`src/hw/carPkg.sv`:
```
package carPkg;

    typedef enum logic [3:0] {
        idle, start, count, straight, nudgeLeft, nudgeRight,
        choose, turnLeft, turnRight, back, stop, fault
    } navState;

    // Left sensor in bit 2, right sensor in bit 0
    typedef enum logic [2:0] {
        offRoad     = 3'b000,
        rightSlight = 3'b001,
        onLine      = 3'b010,
        rightEdge   = 3'b011,
        leftSlight  = 3'b100,
        junction101 = 3'b101,
        leftEdge    = 3'b110,
        crossing    = 3'b111
    } roadCode;

    typedef logic [3:0] digitCode;

    localparam digitCode digP     = 4'd10;
    localparam digitCode digDash  = 4'd11;
    localparam digitCode digD     = 4'd12;
    localparam digitCode digL     = 4'd13;
    localparam digitCode digE     = 4'd14;
    localparam digitCode digBlank = 4'd15;

    localparam int countSteps   = 3;
    localparam int rightConfirm = 3;

    // Segment order is g f e d c b a, active low
    function automatic logic [6:0] segTable(digitCode code);
        case (code)
            4'd0:    return 7'b1000000;
            4'd1:    return 7'b1111001;
            4'd2:    return 7'b0100100;
            4'd3:    return 7'b0110000;
            4'd4:    return 7'b0011001;
            4'd5:    return 7'b0010010;
            4'd6:    return 7'b0000010;
            4'd7:    return 7'b1111000;
            4'd8:    return 7'b0000000;
            4'd9:    return 7'b0010000;
            digP:    return 7'b0001100;
            digDash: return 7'b0111111;
            digD:    return 7'b0100001;
            digL:    return 7'b1000111;
            digE:    return 7'b0000110;
            default: return 7'b1111111;
        endcase
    endfunction

endpackage

```
`src/hw/navIf.sv`:
```
`timescale 1ns/1ps

interface navIf import carPkg::*; ();

    navState    state;
    logic       passed;
    // Timer side, fed at the top level
    logic [1:0] countStep;
    logic       countFlash;
    logic       backFlash;

    modport nav (
        output state,
        output passed
    );

    modport panel (
        input state,
        input passed,
        input countStep,
        input countFlash,
        input backFlash
    );

endinterface

```
`src/hw/digitScanner.sv`:
```
`timescale 1ns/1ps

module digitScanner import carPkg::*; #(
    parameter int scanTicks = 3
) (
    input  logic           clk,
    input  logic           rst,
    input  digitCode [3:0] digits,
    output logic [3:0]     digitSel,
    output logic [6:0]     segments
);

    localparam int dwellW = (scanTicks > 1) ? $clog2(scanTicks) : 1;

    logic [dwellW-1:0] dwellCnt;
    logic [1:0]        scanIdx;

    always_ff @(posedge clk or posedge rst) begin
        if (rst) begin
            dwellCnt <= '0;
            scanIdx  <= 2'd0;
        end else if (dwellCnt == dwellW'(scanTicks - 1)) begin
            dwellCnt <= '0;
            scanIdx  <= scanIdx + 2'd1;
        end else begin
            dwellCnt <= dwellCnt + 1'b1;
        end
    end

    // One select low at a time
    assign digitSel = ~(4'b0001 << scanIdx);
    assign segments = segTable(digits[scanIdx]);

endmodule

```
`src/hw/lineCar.sv`:
```
`timescale 1ns/1ps

module lineCar import carPkg::*; #(
    parameter int countTicks = 100_000_000,
    parameter int stopTicks  = 50_000_000,
    parameter int flashTicks = 25_000_000,
    parameter int lampTicks  = 30_000_000,
    parameter int scanTicks  = 100_000
) (
    input  logic        clk,
    input  logic        rst,
    input  logic        enable,
    input  logic        leftTrack,
    input  logic        midTrack,
    input  logic        rightTrack,
    output logic [15:0] led,
    output logic [3:0]  digitSel,
    output logic [6:0]  segments
);

    roadCode        road;
    logic           countRun;
    logic           stopRun;
    logic           backRun;
    logic [1:0]     countStep;
    logic           countDone;
    logic           countFlash;
    logic           stopDone;
    logic           backFlash;
    digitCode [3:0] digits;

    navIf navBus ();

    assign navBus.countStep  = countStep;
    assign navBus.countFlash = countFlash;
    assign navBus.backFlash  = backFlash;

    trackSampler trackSampler_i (
        .clk(clk), .rst(rst), .leftTrack(leftTrack), .midTrack(midTrack),
        .rightTrack(rightTrack), .road(road)
    );

    phaseTimer #(.stepTicks(countTicks), .steps(countSteps)) countTimer_i (
        .clk(clk), .rst(rst), .run(countRun), .step(countStep), .done(countDone),
        .flash(countFlash)
    );

    phaseTimer #(.stepTicks(stopTicks), .steps(1)) stopTimer_i (
        .clk(clk), .rst(rst), .run(stopRun), .step(), .done(stopDone), .flash()
    );

    phaseTimer #(.stepTicks(flashTicks), .steps(1)) backTimer_i (
        .clk(clk), .rst(rst), .run(backRun), .step(), .done(), .flash(backFlash)
    );

    navigator navigator_i (
        .clk(clk), .rst(rst), .enable(enable), .road(road), .countDone(countDone),
        .stopDone(stopDone), .countRun(countRun), .stopRun(stopRun), .backRun(backRun),
        .nav(navBus.nav)
    );

    statusPanel #(.lampTicks(lampTicks)) statusPanel_i (
        .clk(clk), .rst(rst), .road(road), .pan(navBus.panel), .led(led), .digits(digits)
    );

    digitScanner #(.scanTicks(scanTicks)) digitScanner_i (
        .clk(clk), .rst(rst), .digits(digits), .digitSel(digitSel), .segments(segments)
    );

endmodule

```
`src/hw/navigator.sv`:
```
`timescale 1ns/1ps

module navigator import carPkg::*; (
    input  logic    clk,
    input  logic    rst,
    input  logic    enable,
    input  roadCode road,
    input  logic    countDone,
    input  logic    stopDone,
    output logic    countRun,
    output logic    stopRun,
    output logic    backRun,
    navIf.nav       nav
);

    navState    state;
    navState    nextState;
    navState    target;
    navState    newTarget;
    logic       setTarget;
    logic       passed;
    logic [1:0] confirmCnt;
    logic       confirmed;
    logic       curFamily;
    logic       nextFamily;

    assign confirmed  = (confirmCnt == 2'(rightConfirm));
    assign curFamily  = state inside {straight, nudgeLeft, nudgeRight};
    assign nextFamily = nextState inside {straight, nudgeLeft, nudgeRight};

    always_comb begin
        nextState = state;
        newTarget = target;
        setTarget = 1'b0;
        if (!enable) begin
            nextState = idle;
        end else begin
            case (state)
                idle: nextState = start;
                start: if (road == onLine) nextState = count;
                count: if (countDone) nextState = straight;
                straight, nudgeLeft, nudgeRight: begin
                    case (road)
                        offRoad: begin
                            nextState = stop;
                            newTarget = back;
                            setTarget = 1'b1;
                        end
                        crossing:    nextState = passed ? choose : straight;
                        rightSlight: nextState = nudgeRight;
                        leftSlight:  nextState = nudgeLeft;
                        default:     nextState = straight;
                    endcase
                end
                choose: begin
                    if (road == junction101) begin
                        nextState = stop;
                        newTarget = turnLeft;
                        setTarget = 1'b1;
                    end else if (road == crossing && passed) begin
                        nextState = straight;
                    end
                end
                turnLeft: begin
                    if (road == junction101) begin
                        nextState = stop;
                        newTarget = turnRight;
                        setTarget = 1'b1;
                    end else if (road == crossing && passed) begin
                        nextState = stop;
                        newTarget = straight;
                        setTarget = 1'b1;
                    end
                end
                turnRight: begin
                    if (road == junction101 && confirmed) begin
                        nextState = fault;
                    end else if (road == crossing && passed && confirmed) begin
                        nextState = stop;
                        newTarget = straight;
                        setTarget = 1'b1;
                    end
                end
                // No turn record, so back always resumes left
                back: begin
                    if (road == crossing) begin
                        nextState = stop;
                        newTarget = turnLeft;
                        setTarget = 1'b1;
                    end
                end
                stop: if (stopDone) nextState = target;
                default: nextState = state;
            endcase
        end
    end

    always_ff @(posedge clk or posedge rst) begin
        if (rst) begin
            state      <= idle;
            target     <= idle;
            passed     <= 1'b0;
            confirmCnt <= 2'd0;
        end else begin
            state <= nextState;
            if (setTarget) begin
                target <= newTarget;
            end
            // Marker flag, so a state cannot leave on its entry marker
            if (state == count && nextState == straight) begin
                passed <= 1'b1;
            end else if (nextState != state && !(curFamily && nextFamily)) begin
                passed <= 1'b0;
            end else if (road != crossing) begin
                passed <= 1'b1;
            end
            if (state != turnRight) begin
                confirmCnt <= 2'd0;
            end else if (road == crossing && !confirmed) begin
                confirmCnt <= confirmCnt + 2'd1;
            end
        end
    end

    assign countRun   = (state == count);
    assign stopRun    = (state == stop);
    assign backRun    = (state == back);
    assign nav.state  = state;
    assign nav.passed = passed;

    stopHasTarget: assert property (
        @(posedge clk) disable iff (rst)
        (state == stop && $past(state) != stop) |-> $past(setTarget)
    );

    faultFromRight: assert property (
        @(posedge clk) disable iff (rst)
        (state == fault && $past(state) != fault) |-> $past(state) == turnRight
    );

endmodule

```
`src/hw/phaseTimer.sv`:
```
`timescale 1ns/1ps

module phaseTimer #(
    parameter int stepTicks = 4,
    parameter int steps     = 3
) (
    input  logic       clk,
    input  logic       rst,
    input  logic       run,
    output logic [1:0] step,
    output logic       done,
    output logic       flash
);

    localparam int tickW = (stepTicks > 1) ? $clog2(stepTicks) : 1;

    logic [tickW-1:0] tickCnt;
    logic             tickWrap;

    assign tickWrap = (tickCnt == tickW'(stepTicks - 1));

    always_ff @(posedge clk or posedge rst) begin
        if (rst) begin
            tickCnt <= '0;
            step    <= 2'd0;
            flash   <= 1'b0;
        end else if (!run) begin
            tickCnt <= '0;
            step    <= 2'd0;
            flash   <= 1'b0;
        end else if (tickWrap) begin
            tickCnt <= '0;
            flash   <= ~flash;
            // Step saturates, flash keeps going
            if (step != 2'(steps)) begin
                step <= step + 2'd1;
            end
        end else begin
            tickCnt <= tickCnt + 1'b1;
        end
    end

    assign done = (step == 2'(steps));

    // A finished phase only follows an enabled clock
    doneNeedsRun: assert property (
        @(posedge clk) disable iff (rst) $rose(done) |-> $past(run)
    );

endmodule

```
`src/hw/statusPanel.sv`:
```
`timescale 1ns/1ps

module statusPanel import carPkg::*; #(
    parameter int lampTicks = 5
) (
    input  logic                clk,
    input  logic                rst,
    input  roadCode             road,
    navIf.panel                 pan,
    output logic [15:0]         led,
    output digitCode [3:0]      digits
);

    localparam int lampW = (lampTicks > 1) ? $clog2(lampTicks) : 1;

    logic [lampW-1:0] lampCnt;
    logic [2:0]       lamp;
    logic [4:0]       stateBits;
    logic [5:0]       activity;
    digitCode         passDigit;

    // Rotating lamp while waiting in choose
    always_ff @(posedge clk or posedge rst) begin
        if (rst) begin
            lampCnt <= '0;
            lamp    <= 3'b001;
        end else if (pan.state != choose) begin
            lampCnt <= '0;
            lamp    <= 3'b001;
        end else if (lampCnt == lampW'(lampTicks - 1)) begin
            lampCnt <= '0;
            lamp    <= {lamp[1:0], lamp[2]};
        end else begin
            lampCnt <= lampCnt + 1'b1;
        end
    end

    assign passDigit = pan.passed ? 4'd1 : 4'd0;

    always_comb begin
        case (pan.state)
            start:                           stateBits = 5'b00001;
            count:                           stateBits = 5'b00010;
            straight, nudgeLeft, nudgeRight: stateBits = 5'b01000;
            choose:                          stateBits = {lamp, 2'b00};
            turnLeft:                        stateBits = 5'b10000;
            turnRight:                       stateBits = 5'b00100;
            stop:                            stateBits = 5'b11100;
            back:                            stateBits = 5'b01010;
            fault:                           stateBits = 5'b11111;
            default:                         stateBits = 5'b00000;
        endcase
        case (pan.state)
            count:                           activity = pan.countFlash ? 6'b000000 : 6'b111111;
            straight, nudgeLeft, nudgeRight: activity = 6'b001100;
            turnRight:                       activity = 6'b000011;
            turnLeft:                        activity = 6'b110000;
            stop:                            activity = 6'b111111;
            back:                            activity = pan.backFlash ? 6'b000000 : 6'b111111;
            default:                         activity = 6'b000000;
        endcase
        // Digit 3 is leftmost
        case (pan.state)
            idle:  digits = {4'd1, digL, digD, digE};
            start: digits = {digDash, digDash, digDash, digDash};
            count: digits = {digDash, digDash, digDash, 4'(countSteps) - 4'(pan.countStep)};
            straight, nudgeLeft, nudgeRight: digits = {digP, 4'd2, digDash, passDigit};
            choose:    digits = {digP, 4'd1, digDash, passDigit};
            turnLeft:  digits = {digP, 4'd3, digDash, passDigit};
            turnRight: digits = {digP, 4'd4, digDash, passDigit};
            back, stop: digits = {4'd0, 4'd0, 4'd0, 4'd0};
            default:   digits = {digBlank, digBlank, digBlank, digBlank};
        endcase
    end

    assign led = {stateBits, 1'b0, activity, 1'b0, road};

endmodule

```
`src/hw/trackSampler.sv`:
```
`timescale 1ns/1ps

module trackSampler import carPkg::*; (
    input  logic    clk,
    input  logic    rst,
    input  logic    leftTrack,
    input  logic    midTrack,
    input  logic    rightTrack,
    output roadCode road
);

    logic [2:0] syncA;
    logic [2:0] syncB;

    // Sensors are asynchronous to clk
    always_ff @(posedge clk or posedge rst) begin
        if (rst) begin
            syncA <= 3'b000;
            syncB <= 3'b000;
        end else begin
            syncA <= {leftTrack, midTrack, rightTrack};
            syncB <= syncA;
        end
    end

    assign road = roadCode'(syncB);

endmodule

```
`config.mk`:
```
export PLATFORM = sky130hd
export DESIGN_NAME = lineCar
export DESIGN_NICKNAME = d
export VERILOG_FILES = /design/src/hw/carPkg.sv /design/src/hw/navIf.sv /design/src/hw/digitScanner.sv /design/src/hw/lineCar.sv /design/src/hw/navigator.sv /design/src/hw/phaseTimer.sv /design/src/hw/statusPanel.sv /design/src/hw/trackSampler.sv
export SDC_FILE = /design/constraint.sdc
export NUM_CORES = 1
export LEC_CHECK = 0
export ABC_CLOCK_PERIOD_IN_PS = 2900
export BUFFER_PORTS_ARGS = -buffer_cell sky130_fd_sc_hd__buf_2
export CAP_MARGIN = 5
export CORE_MARGIN = 2
export CORE_UTILIZATION = 34
export DETAILED_ROUTE_END_ITERATION = 8
export GPL_TIMING_DRIVEN = 0
export PLACE_DENSITY_LB_ADDON = 0.15
export SLEW_MARGIN = 20
export SYNTH_ARGS = -nofsm -noshare
export SYNTH_HDL_FRONTEND = slang
export SYNTH_HIERARCHICAL = 1
export SYNTH_SLANG_ARGS = --single-unit
```
`constraint.sdc`:
```
create_clock -name clk -period 2.9 [get_ports clk]
set_input_delay 0.145 -clock clk [delete_from_list [all_inputs] [get_ports clk]]
set_output_delay 0.145 -clock clk [all_outputs]
set_load 0.005 [all_outputs]
```
==> flow_summary.json <==
{
  "status": "complete, but fails checks",
  "violations": "DRC, setup timing",
  "hold_viol_final": 0,
  "ios": 33,
  "final_core_util": 0.413,
  "die_x_um": 167,
  "p_switching_mw": 1.27,
  "overflow": 0,
  "powerDensity_nw_per_um2": 468,
  "clock_latency_ns": 0.42,
  "drt_iter0_drc": 512,
  "crit_chain": "buf_8 > inv_8 > nor2_4 > or3_4 > nand2_4 > buf_6 > mux4_2 > inv_2 > buf_6 > ha_1 > mux4_2 > buf_2",
  "die_area_um2": 28000,
  "slowest_stage": "dfrtp_2",
  "ir_worst_vdd_uv": 335,
  "coreArea_um2": 26100,
  "syn_inst": 985,
  "path_delay_family": "multiplexers",
  "grt_antenna_before_repair": 1,
  "gp_congestion": 0.846,
  "endpoint_kind": "primary output",
  "start_util": 0.347,
  "port_buffers": 30,
  "final_cells": 1425,
  "wire_per_inst_um": 15.0,
  "critical_path.max_stage_delay_ns": 0.45,
  "area_growth_syn_to_layout_pct": 18.9,
  "p_clk_frac": 0.446,
  "p_int_mw": 3.77,
  "finalCriticalPeriod_ns": 3.06,
  "skew_ns": 0.0109,
  "ys.warnings.count": 6,
  "placed_area_um2": 9650,
  "drv_cap": 0,
  "place_ws_ns": -0.490,
  "rsz0062_at_grt": "yes",
  "syn_area_um2": 9070,
  "tightest_slew_ns": 0.963,
  "setup_tns_ns": -0.517,
  "maxSlewViolCount": 0,
  "final_cell_area_um2": 10800,
  "pwr-share-seq": 0.421,
  "grt_pass1_wl_um": 35900,
  "drc": 8,
  "cts_tree": "done",
  "num_vias": 7619,
  "fmax_ghz": 0.327,
  "worstPathRequired_ns": 2.76,
  "cts.path.max_buffers": 2,
  "p_leak_nw": 4.34,
  "worstPathArrival_ns": 2.91,
  "htreeDepth": 4,
  "power.share.switching": 0.252,
  "detail_route.wirelength_um": 21300,
  "cts_buffers": 17,
  "cp_max_fo": 5,
  "rrSetupSlack_ns": 0.47,
  "hpwl_um": 14500,
  "root_buffer": "clkbuf_16",
  "vias_per_cell": 5.35,
  "postLayoutSetupSlackWorst_ns": -0.158,
  "die_h_um": 167,
  "pwr-share-comb": 0.133,
  "path_clk_slew_ns": 0.06,
  "first_global_vias": 7153,
  "cts_sinks": 148,
  "grt_usage": 0.156,
  "grt_max_degree": 31,
  "relSlewSlack": 0.354,
  "finalSetupViolCount": 7,
  "worst-path-buf-inv": 6,
  "crit_type": "reg2out",
  "nets": 1100,
  "power_mw": 5.05,
  "row_count": 59,
  "hold_ws_ns": 0.0816,
  "drive_above_1_share": 0.208,
  "hold_class": "in2reg",
  "critPathLaunchType": "register",
  "dp_cells": 1351,
  "period_share": 1.05,
  "ant_nets": 0,
  "syn_area_per_cell_um2": 9.21,
  "firstDrtPassIters": 7
}
[layout by cell type (no fill, tap or decap), types with 7 or more instances in the layout]
cell / n
clkbuf_1: 13
inv_1: 36
nor2_1: 86
and3_1: 16
o31ai_1: 22
o21ai_0: 47
and2_1: 7
or3_1: 30
or4_1: 25
and4_1: 17
inv_2: 8
xnor2_1: 37
clkbuf_16: 17
buf_6: 13
nand3_1: 54
buf_2: 42
buf_4: 54
nand2_1: 61
ha_1: 14
dfrtp_1: 143
nor4_1: 11
xor2_1: 29
nor3_1: 14
a21oi_1: 75
nand4_1: 36
[worst min-delay path, stage by stage]
cell and delay [ns]:
buf_2 0.10, inv_1 0.10, nor2_1 0.11
[sequential cells by signal, indices dropped and copies added (netlist names), 3 cells and up]
name	cells
countTimer_i/tickCnt	27
navigator_i/target	4
trackSampler_i/syncA	3
statusPanel_i/lamp	3
navigator_i/nav.state	4
digitScanner_i/dwellCnt	17
trackSampler_i/road	3
statusPanel_i/lampCnt	25
stopTimer_i/tickCnt	26
backTimer_i/tickCnt	25
[cell type report]
type	count	area [um^2]
Inverter	47	189
Multi-Input combinational cell	731	4950
Clock buffer	19	433
Fill cell	2591	15300
Sequential cell	148	3710
Tap cell	335	419
Antenna cell	1	2.50
Buffer	60	440
Clock inverter	12	156
Timing Repair Buffer	72	494
[power groups by stage]
stage          combinational [mW]  clock (mW)  sequential, mW
2_1_floorplan               0.353           0            2.15
3_3_place_gp                0.488           0            2.16
3_5_place_dp                0.487           0            2.16
4_1_cts                     0.613        2.32            2.12
5_1_grt                     0.739        2.43            2.13
6_report                    0.673        2.25            2.12
[per-layer routing]
layer / track usage / routed length, um
met2: 0.248 / 10000
met4: 0.0491 / 408
met5: 0 / 0
met3: 0.0362 / 745
met1: 0.211 / 10200
[final timing paths]
path	depth (start not counted)	start	endpoint
hold reg to reg	0	trackSampler_i/syncA[2]	trackSampler_i/road[2]
max in group asynchronous	3	rst	digitScanner_i/dwellCnt[12]
setup reg to reg	8	navigator_i/nav.state[1]	navigator_i/target[0]
hold / removal	3	enable	navigator_i/nav.state[3]
min in group asynchronous	3	rst	trackSampler_i/road[1]
setup / recovery	12	navigator_i/nav.state[1]	segments[0]
[repair_timing]
action	CTS	global route
resized for setup	49	31
hold buffers	4	0
setup endpoints to repair	7	7
hold endpoints to repair	104	0
setup buffers	28	9
gates cloned	1	0
pin swaps	8	16
Power figures use the tool's default switching activity.
